<file path="src/outrun_pkg.sv">
// Shared types for one 22-bit SDRAM bank of 16-bit words and three CPU ROM clients
package outrun_pkg;

    typedef logic [21:0] sdram_addr_t;
    typedef logic [15:0] rom_data_t;

    // Client to slot, addr is the client word address zero-extended
    typedef struct packed {
        logic        cs;
        sdram_addr_t addr;
    } rom_req_t;

    typedef struct packed {
        logic      ok;
        rom_data_t data;
    } rom_rsp_t;

    // Arbiter to bank
    typedef struct packed {
        logic        rd;
        sdram_addr_t addr;
    } sdram_req_t;

    typedef struct packed {
        logic      ack;
        logic      rdy;
        rom_data_t data_read;
    } sdram_rsp_t;

    typedef struct packed {
        logic hs;
        logic vs;
        logic lhbl;
        logic lvbl;
    } video_sync_t;

    // Status page from st_addr[7:6]
    typedef enum logic [1:0] {ST_MAIN, ST_SUB, ST_VIDEO, ST_CFG} st_page_t;

    typedef enum logic [1:0] {CL_MAIN, CL_SUB, CL_SND} rom_client_t;

endpackage

</file>
<file path="src/outrun_cen.sv">
// Pixel enables in fixed phase from clk; both stay low for the first 3 cycles after reset
`timescale 1ns/1ps

module outrun_cen (
    input  logic clk,
    input  logic rst_n,
    output logic pxl2_cen,
    output logic pxl_cen
);

    logic [2:0] cnt;

    // Free-running divider
    always_ff @(posedge clk or negedge rst_n) begin
        if (!rst_n) begin
            cnt      <= '0;
            pxl2_cen <= 1'b0;
            pxl_cen  <= 1'b0;
        end else begin
            cnt      <= cnt + 3'd1;
            // One in four
            pxl2_cen <= cnt[1:0] == 2'd3;
            // One in eight, lands on a pxl2_cen slot
            pxl_cen  <= cnt == 3'd3;
        end
    end

endmodule

</file>
<file path="src/outrun_vtiming.sv">
// Video timing on pxl_cen; counters are 9 bits so totals must not exceed 512
`timescale 1ns/1ps

module outrun_vtiming #(
    parameter int H_TOTAL      = 512,
    parameter int H_ACTIVE     = 320,
    parameter int H_SYNC_START = 336,
    parameter int H_SYNC_LEN   = 32,
    parameter int V_TOTAL      = 262,
    parameter int V_ACTIVE     = 224,
    parameter int V_SYNC_START = 234,
    parameter int V_SYNC_LEN   = 3
) (
    input  logic                    clk,
    input  logic                    rst_n,
    input  logic                    pxl_cen,
    output outrun_pkg::video_sync_t sync,
    output logic [8:0]              vrender,
    output logic                    vint
);

    logic [8:0] hcnt;
    logic [8:0] vcnt;
    logic [8:0] h_next;
    logic [8:0] v_next;
    logic       lvbl_next;

    always_comb begin
        h_next = hcnt + 9'd1;
        v_next = vcnt;
        if (hcnt == 9'(H_TOTAL - 1)) begin
            h_next = '0;
            v_next = (vcnt == 9'(V_TOTAL - 1)) ? 9'd0 : vcnt + 9'd1;
        end
        lvbl_next = v_next < 9'(V_ACTIVE);
    end

    // Line being prepared by the layers
    assign vrender = (vcnt == 9'(V_TOTAL - 1)) ? 9'd0 : vcnt + 9'd1;

    always_ff @(posedge clk or negedge rst_n) begin
        if (!rst_n) begin
            hcnt      <= '0;
            vcnt      <= '0;
            sync.hs   <= 1'b0;
            sync.vs   <= 1'b0;
            sync.lhbl <= 1'b1;
            sync.lvbl <= 1'b1;
            vint      <= 1'b0;
        end else begin
            vint <= 1'b0;
            if (pxl_cen) begin
                hcnt      <= h_next;
                vcnt      <= v_next;
                sync.lhbl <= h_next < 9'(H_ACTIVE);
                sync.hs   <= h_next >= 9'(H_SYNC_START) &&
                             h_next < 9'(H_SYNC_START + H_SYNC_LEN);
                sync.vs   <= v_next >= 9'(V_SYNC_START) &&
                             v_next < 9'(V_SYNC_START + V_SYNC_LEN);
                sync.lvbl <= lvbl_next;
                // Start of vertical blank
                vint      <= sync.lvbl && !lvbl_next;
            end
        end
    end

endmodule

</file>
<file path="src/outrun_rom_slot.sv">
// Single-word ROM cache; addresses compare on the low ADDR_W bits only
`timescale 1ns/1ps

module outrun_rom_slot #(
    parameter int                      ADDR_W      = 18,
    parameter outrun_pkg::sdram_addr_t REGION_BASE = '0
) (
    input  logic                    clk,
    input  logic                    rst_n,
    input  outrun_pkg::rom_req_t    req,
    output outrun_pkg::rom_rsp_t    rsp,
    output logic                    need,
    output outrun_pkg::sdram_addr_t fetch_addr,
    input  logic                    fill,
    input  outrun_pkg::rom_data_t   fill_data
);

    import outrun_pkg::*;

    logic [ADDR_W-1:0] cur_addr;
    logic [ADDR_W-1:0] cached_addr;
    logic [ADDR_W-1:0] pend_addr;
    rom_data_t         cached_data;
    logic              valid;
    logic              pending;
    logic              hit;
    logic              start;

    assign cur_addr = req.addr[ADDR_W-1:0];
    assign hit      = valid && (cached_addr == cur_addr);
    // Miss with no fetch outstanding
    assign start    = req.cs && !hit && !pending;

    assign rsp.ok     = req.cs && hit;
    assign rsp.data   = cached_data;
    assign need       = pending;
    assign fetch_addr = REGION_BASE + sdram_addr_t'(pend_addr);

    always_ff @(posedge clk or negedge rst_n) begin
        if (!rst_n) begin
            valid   <= 1'b0;
            pending <= 1'b0;
        end else if (fill) begin
            valid   <= 1'b1;
            pending <= 1'b0;
        end else if (start) begin
            pending <= 1'b1;
        end
    end

    // Address held for the whole bank transaction
    always_ff @(posedge clk) begin
        if (start) begin
            pend_addr <= cur_addr;
        end
        if (fill) begin
            cached_addr <= pend_addr;
            cached_data <= fill_data;
        end
    end

endmodule

</file>
<file path="src/outrun_sdram_arb.sv">
// One bank shared by main, sub and sound slots; one transaction in flight, fixed priority
`timescale 1ns/1ps

module outrun_sdram_arb #(
    parameter int                      MAIN_ADDR_W      = 18,
    parameter outrun_pkg::sdram_addr_t MAIN_REGION_BASE = '0,
    parameter int                      SUB_ADDR_W       = 17,
    parameter outrun_pkg::sdram_addr_t SUB_REGION_BASE  = '0,
    parameter int                      SND_ADDR_W       = 15,
    parameter outrun_pkg::sdram_addr_t SND_REGION_BASE  = '0
) (
    input  logic                   clk,
    input  logic                   rst_n,
    input  outrun_pkg::rom_req_t   main_req,
    input  outrun_pkg::rom_req_t   sub_req,
    input  outrun_pkg::rom_req_t   snd_req,
    output outrun_pkg::rom_rsp_t   main_rsp,
    output outrun_pkg::rom_rsp_t   sub_rsp,
    output outrun_pkg::rom_rsp_t   snd_rsp,
    output outrun_pkg::sdram_req_t ba,
    input  outrun_pkg::sdram_rsp_t ba_rsp,
    output logic [7:0]             main_count,
    output logic [7:0]             sub_count
);

    import outrun_pkg::*;

    typedef enum logic [1:0] {ARB_IDLE, ARB_REQ, ARB_WAIT} arb_state_t;

    arb_state_t  state;
    rom_client_t gnt;
    logic [2:0]  need;
    logic [2:0]  fill;
    sdram_addr_t main_fa;
    sdram_addr_t sub_fa;
    sdram_addr_t snd_fa;
    logic        done;

    outrun_rom_slot #(.ADDR_W(MAIN_ADDR_W), .REGION_BASE(MAIN_REGION_BASE)) u_main (
        .clk(clk), .rst_n(rst_n), .req(main_req), .rsp(main_rsp), .need(need[CL_MAIN]),
        .fetch_addr(main_fa), .fill(fill[CL_MAIN]), .fill_data(ba_rsp.data_read)
    );

    outrun_rom_slot #(.ADDR_W(SUB_ADDR_W), .REGION_BASE(SUB_REGION_BASE)) u_sub (
        .clk(clk), .rst_n(rst_n), .req(sub_req), .rsp(sub_rsp), .need(need[CL_SUB]),
        .fetch_addr(sub_fa), .fill(fill[CL_SUB]), .fill_data(ba_rsp.data_read)
    );

    outrun_rom_slot #(.ADDR_W(SND_ADDR_W), .REGION_BASE(SND_REGION_BASE)) u_snd (
        .clk(clk), .rst_n(rst_n), .req(snd_req), .rsp(snd_rsp), .need(need[CL_SND]),
        .fetch_addr(snd_fa), .fill(fill[CL_SND]), .fill_data(ba_rsp.data_read)
    );

    // Data arrives for the granted slot only
    assign done           = (state == ARB_WAIT) && ba_rsp.rdy;
    assign fill[CL_MAIN]  = done && (gnt == CL_MAIN);
    assign fill[CL_SUB]   = done && (gnt == CL_SUB);
    assign fill[CL_SND]   = done && (gnt == CL_SND);

    always_comb begin
        ba.rd = state == ARB_REQ;
        case (gnt)
            CL_SUB:  ba.addr = sub_fa;
            CL_SND:  ba.addr = snd_fa;
            default: ba.addr = main_fa;
        endcase
    end

    always_ff @(posedge clk or negedge rst_n) begin
        if (!rst_n) begin
            state <= ARB_IDLE;
            gnt   <= CL_MAIN;
        end else begin
            case (state)
                ARB_IDLE: if (|need) begin
                    state <= ARB_REQ;
                    if (need[CL_MAIN]) gnt <= CL_MAIN;
                    else if (need[CL_SUB]) gnt <= CL_SUB;
                    else gnt <= CL_SND;
                end
                // rd and addr held until the bank takes them
                ARB_REQ:  if (ba_rsp.ack) state <= ARB_WAIT;
                ARB_WAIT: if (ba_rsp.rdy) state <= ARB_IDLE;
                default:  state <= ARB_IDLE;
            endcase
        end
    end

    // Completed fetches, wrapping
    always_ff @(posedge clk or negedge rst_n) begin
        if (!rst_n) begin
            main_count <= '0;
            sub_count  <= '0;
        end else begin
            if (fill[CL_MAIN]) main_count <= main_count + 8'd1;
            if (fill[CL_SUB]) sub_count <= sub_count + 8'd1;
        end
    end

endmodule

</file>
<file path="src/outrun_status.sv">
// Status byte registered one cycle after st_addr; unlisted config indices keep the last byte
`timescale 1ns/1ps

module outrun_status (
    input  logic        clk,
    input  logic        rst_n,
    input  logic [7:0]  st_addr,
    input  logic [7:0]  main_count,
    input  logic [7:0]  sub_count,
    input  logic [8:0]  vrender,
    input  logic [31:0] dipsw,
    output logic [7:0]  st_dout
);

    import outrun_pkg::*;

    st_page_t    page;
    rom_client_t cl;
    logic [7:0]  fetch_count;

    always_comb begin
        page        = st_page_t'(st_addr[7:6]);
        // Fetch counter shown on the two CPU pages
        cl          = (page == ST_SUB) ? CL_SUB : CL_MAIN;
        fetch_count = (cl == CL_SUB) ? sub_count : main_count;
    end

    always_ff @(posedge clk or negedge rst_n) begin
        if (!rst_n) begin
            st_dout <= '0;
        end else begin
            case (page)
                ST_MAIN, ST_SUB: st_dout <= fetch_count;
                ST_VIDEO:        st_dout <= vrender[7:0];
                default: begin
                    case (st_addr[3:0])
                        4'd0:    st_dout <= dipsw[7:0];
                        4'd1:    st_dout <= dipsw[15:8];
                        default: st_dout <= st_dout;
                    endcase
                end
            endcase
        end
    end

endmodule

</file>
<file path="src/outrun_core.sv">
// Board core with ROM clients exposed as ports; single SDRAM bank, single clock domain
`timescale 1ns/1ps

module outrun_core (
    input  logic                    clk,
    input  logic                    rst_n,
    // CPU program fetch
    input  outrun_pkg::rom_req_t    main_req,
    input  outrun_pkg::rom_req_t    sub_req,
    input  outrun_pkg::rom_req_t    snd_req,
    output outrun_pkg::rom_rsp_t    main_rsp,
    output outrun_pkg::rom_rsp_t    sub_rsp,
    output outrun_pkg::rom_rsp_t    snd_rsp,
    // SDRAM bank
    output outrun_pkg::sdram_req_t  ba,
    input  outrun_pkg::sdram_rsp_t  ba_rsp,
    // Video
    output outrun_pkg::video_sync_t sync,
    output logic [8:0]              vrender,
    output logic                    vint,
    output logic                    pxl_cen,
    output logic                    pxl2_cen,
    // Status dump
    input  logic [31:0]             dipsw,
    input  logic [7:0]              st_addr,
    output logic [7:0]              st_dout
);

    logic [7:0] main_count;
    logic [7:0] sub_count;

    outrun_cen u_cen (
        .clk      ( clk      ),
        .rst_n    ( rst_n    ),
        .pxl2_cen ( pxl2_cen ),
        .pxl_cen  ( pxl_cen  )
    );

    outrun_vtiming #(
        .H_TOTAL      ( 512 ),
        .H_ACTIVE     ( 320 ),
        .H_SYNC_START ( 336 ),
        .H_SYNC_LEN   ( 32  ),
        .V_TOTAL      ( 262 ),
        .V_ACTIVE     ( 224 ),
        .V_SYNC_START ( 234 ),
        .V_SYNC_LEN   ( 3   )
    ) u_vtiming (
        .clk     ( clk     ),
        .rst_n   ( rst_n   ),
        .pxl_cen ( pxl_cen ),
        .sync    ( sync    ),
        .vrender ( vrender ),
        .vint    ( vint    )
    );

    // ROM regions inside the bank
    outrun_sdram_arb #(
        .MAIN_ADDR_W      ( 18           ),
        .MAIN_REGION_BASE ( 22'h000000   ),
        .SUB_ADDR_W       ( 17           ),
        .SUB_REGION_BASE  ( 22'h040000   ),
        .SND_ADDR_W       ( 15           ),
        .SND_REGION_BASE  ( 22'h060000   )
    ) u_arb (
        .clk        ( clk        ),
        .rst_n      ( rst_n      ),
        .main_req   ( main_req   ),
        .sub_req    ( sub_req    ),
        .snd_req    ( snd_req    ),
        .main_rsp   ( main_rsp   ),
        .sub_rsp    ( sub_rsp    ),
        .snd_rsp    ( snd_rsp    ),
        .ba         ( ba         ),
        .ba_rsp     ( ba_rsp     ),
        .main_count ( main_count ),
        .sub_count  ( sub_count  )
    );

    outrun_status u_status (
        .clk        ( clk        ),
        .rst_n      ( rst_n      ),
        .st_addr    ( st_addr    ),
        .main_count ( main_count ),
        .sub_count  ( sub_count  ),
        .vrender    ( vrender    ),
        .dipsw      ( dipsw      ),
        .st_dout    ( st_dout    )
    );

endmodule

</file>
<file path="config.mk">
export PLATFORM = sky130hd
export DESIGN_NAME = outrun_core
export DESIGN_NICKNAME = d
export VERILOG_FILES = /design/src/outrun_pkg.sv /design/src/outrun_cen.sv /design/src/outrun_vtiming.sv /design/src/outrun_rom_slot.sv /design/src/outrun_sdram_arb.sv /design/src/outrun_status.sv /design/src/outrun_core.sv
export SDC_FILE = /design/constraint.sdc
export NUM_CORES = 1
export LEC_CHECK = 0
export ABC_AREA = 1
export BUFFER_PORTS_ARGS = -buffer_cell sky130_fd_sc_hd__buf_2
export CORE_ASPECT_RATIO = 1.5
export CORE_MARGIN = 2
export CORE_UTILIZATION = 38
export DETAILED_ROUTE_END_ITERATION = 7
export GPL_TIMING_DRIVEN = 0
export PLACE_DENSITY = 0.63
export SKIP_LAST_GASP = 1
export SYNTH_ARGS = -nofsm -noshare
export SYNTH_HDL_FRONTEND = slang
export SYNTH_HIERARCHICAL = 1
export SYNTH_SLANG_ARGS = --single-unit
</file>
<file path="constraint.sdc">
create_clock -name clk -period 3.55 [get_ports clk]
set_input_delay 0.355 -clock clk [delete_from_list [all_inputs] [get_ports clk]]
set_output_delay 0.355 -clock clk [all_outputs]
set_load 0.01 [all_outputs]
</file>
==> flow_metrics.env <==
export IMPL_status="complete, no violations"
export IMPL_die_width_um=137
export IMPL_cts_htree_levels=1
export IMPL_fmax_mhz=378
export IMPL_synth_area_mm2=0.0100
export IMPL_area_delta_synth_final_pct=22.5
export IMPL_rows=72
export IMPL_numCtsBuffers=22
export IMPL_start_kind="flip-flop"
export IMPL_cp_end_kind="output port"
export IMPL_whs_ns=0.0379
export IMPL_cp_cell_sequence="inv_1, ha_1, buf_2, clkbuf_1, nor2_1, a31oi_1, buf_2"
export IMPL_clkLatencyLatePin_ns=0.51
export IMPL_p_seq_share_pct=44.7
export IMPL_port_buffers=192
export IMPL_start_util_pct=38.7
export IMPL_firstDrtPassIters=5
export IMPL_ys_ff_latch=210
export IMPL_pwr_density_cell_mw_per_mm2=532
export IMPL_place_area_mm2=0.0115
export IMPL_max_slew_worst_pin_slew_ns=1.28
export IMPL_yosysUniqueCellTypes=39
export IMPL_cts_tree="done"
export IMPL_rsz0062_at_grt="false"
export IMPL_die_area_mm2=0.0277
export IMPL_fin_ws_ns=0.906
export IMPL_yosysWarnings=6
export IMPL_period_needed_ns=2.64
export IMPL_postSynthAreaPerCell_um2=9.27
export IMPL_antenna_found_initial=5
export IMPL_vias=7750
export IMPL_routed_wl_um=24600
export IMPL_grt_overflow=0
export IMPL_critPathArrivalTime_ns=2.29
export IMPL_hp_class="input port to flip-flop"
export IMPL_finalCritPeriodShare_pct=74.5
export IMPL_switching_share_pct=28.4
export IMPL_setup_viol=0
export IMPL_drc_errors=0
export IMPL_p_sw_mw=1.86
export IMPL_p_int_mw=4.68
export IMPL_slew_headroom_pct=14.1
export IMPL_finalInstanceArea_mm2=0.0123
export IMPL_cpPeakStageDelay_ns=0.40
export IMPL_criticalPathCategory="flip-flop to output port"
export IMPL_cts_setup_buffers=0
export IMPL_ys_flop_type="edfxtp_1"
export IMPL_crit_slowest_cell="clkbuf_1"
export IMPL_crit_buf_inv=4
export IMPL_hold_viol=0
export IMPL_grt_pass1_wl_um=38600
export IMPL_dp_hpwl_um=18300
export IMPL_pin_count=227
export IMPL_fillCellCount=2492
export IMPL_fin_util_pct=47.5
export IMPL_ir_drop_v=0.000433
export IMPL_drt_iter0_markers=394
export IMPL_grt_pass1_vias=7756
export IMPL_clkTransAtPathRegs_ns=0.07
export IMPL_crit_fanout=10
export IMPL_synth_edff_count=148
export IMPL_layout_drive_gt1_share_pct=25.0
export IMPL_ys_seq_area_share_pct=59.9
export IMPL_routedWlPerCell_um=14.8
export IMPL_crit_family="buffers and inverters"
export IMPL_fin_worst_skew_ns=0.0158
export IMPL_cap_viol_max_count=0
export IMPL_nets=1452
export IMPL_clk_path_buf_depth=3
export IMPL_die_h_um=203
export IMPL_fp_coreArea_mm2=0.0259
export IMPL_slew_viol_final=0
export IMPL_clockRootBuffer="clkbuf_16"
export IMPL_p_total_mw=6.53
export IMPL_async_reset_ff_share_pct=29.5
export IMPL_clock_sinks=210
export IMPL_postRouteAntennaNets=0
export IMPL_vias_per_cell=4.65
export IMPL_pre_cts_ws_ns=1.11
export IMPL_required_ns=3.19
export IMPL_grt_max_degree=63
export IMPL_p_clk_share_pct=37.1
export IMPL_gpl_final_weighted_congestion=0.881
export IMPL_grt_usage_pct=17.8
export IMPL_power_leakage_nw=5.75
export IMPL_comb_power_share_pct=18.2
export IMPL_syn_inst=1081
export IMPL_crit_top_cell="buf_2"
-- layout by cell type, fill, tap and decap left out, drive strengths merged --
cell / instances
nand2: 336
buf: 223
inv: 166
nor2: 152
edfxtp: 148
dfrtp: 60
nand3: 52
clkbuf: 38
o21ai: 37
a31oi: 23
a21oi: 18
conb: 16
nand4: 13
ha: 11
xnor2: 5
or2: 5
diode: 4
nor3: 4
xor2: 4
nand3b: 3
bufinv: 2
clkinvlp: 2
dlygate4sd3: 2
o31ai: 2
dfstp: 2
clkinv: 1
and2: 1
a31o: 1
o21bai: 1
-- synthesized netlist by cell type (12+ instances only) --
cell type / count / area (um^2)
edfxtp_1: 148 / 4440
nand4_1: 12 / 75.1
nor2_1: 137 / 514
buf_4: 17 / 128
nand2_1: 315 / 1180
dfrtp_1: 60 / 1500
a21oi_2: 13 / 114
a31oi_1: 23 / 144
o21ai_0: 31 / 155
nand2_2: 19 / 119
inv_1: 156 / 586
nand3_1: 46 / 230
-- cell type report --
type                    count  area, um^2  area share [%]
clock buffers              31         646            5.26
flip-flops and latches    210        6000            48.9
repair buffers            196        1020            8.30
multi-input cells         684        3220            26.2
clock inverters             9         114           0.927
inverters                 162         608            4.95
diodes                      4        10.0          0.0815
well taps                 333         417            3.39
plain buffers              36         249            2.03
-- power groups by stage --
stage                     Clock [mW]  Combinational [mW]  Sequential (mW)
after floorplan                    0               0.702             2.96
after global placement             0                1.18             2.96
after detailed placement           0                1.20             2.97
after CTS                       2.50                1.21             2.92
after global routing            2.59                1.32             2.94
final                           2.43                1.19             2.92
-- path summary, 6_finish.rpt --
kind                       cells after the start  slack (ns)                            to         startpoint
setup / recovery                               7        0.91                         ba[7]       u_arb/gnt[1]
hold / removal                                 1        0.04  u_arb/u_main/cached_data[11]         ba_rsp[11]
setup reg to reg                              13        1.21             u_vtiming/sync[3]  u_vtiming/hcnt[1]
hold reg to reg                                1        0.42                  u_cen/cnt[0]       u_cen/cnt[0]
max in group asynchronous                      2        2.49                u_cen/pxl2_cen              rst_n
min in group asynchronous                      2        0.48           u_status/st_dout[6]              rst_n
-- timing repair --
item | CTS | global route
hold buffers | 2 | 0
endpoints found under the hold margin | 49 | 0
resized for setup | 0 | 0
-- layer usage --
| layer | track usage (%) | share of wire [%] | routed length (um) |
|---|---|---|---|
| met1 | 19.8 | 38 | 9300 |
| met2 | 33.0 | 53 | 13100 |
| met3 | 2.50 | 5.0 | 1220 |
| met4 | 8.30 | 3.9 | 949 |
| met5 | 0 | 0.053 | 13 |
-- logic make-up (layout without fill, tap and decap cells) --
logic type,count (synthesis),after routing,synth area share [%]
flops,210,210,59.9
xor+xnor,9,9,0.862
buf+inv,198,434,8.55
other cells,5,20,0.187
compound gates,82,82,5.02
simple gates,566,566,24.1
fa+ha+maj,11,11,1.37
-- flip-flops by register name, indices dropped and copies added, names as in the netlist, 2 cells and up --
register	flops
u_arb/u_snd/cached_addr	15
u_arb/u_sub/cached_data	16
u_cen/cnt	3
u_arb/u_snd/cached_data	16
u_arb/u_main/pend_addr	18
u_status/st_dout	8
u_vtiming/sync	4
u_arb/main_count	8
u_arb/sub_count	8
u_arb/u_main/cached_data	16
u_arb/u_sub/cached_addr	17
u_arb/u_snd/pend_addr	15
u_arb/u_main/cached_addr	18
u_arb/gnt	2
u_vtiming/vcnt	9
u_arb/u_sub/pend_addr	17
u_arb/state	2
u_vtiming/hcnt	9
-- through the flow --
stage | instances | TNS (ns)
global route | 1664 | 0
detailed placement | 1619 | 0
global placement | 1617 | -8.13
CTS | 1661 | 0
finish | 1665 | 0
floorplan | 1092 | 0
Note: power is estimated with default switching activity, not from simulation.
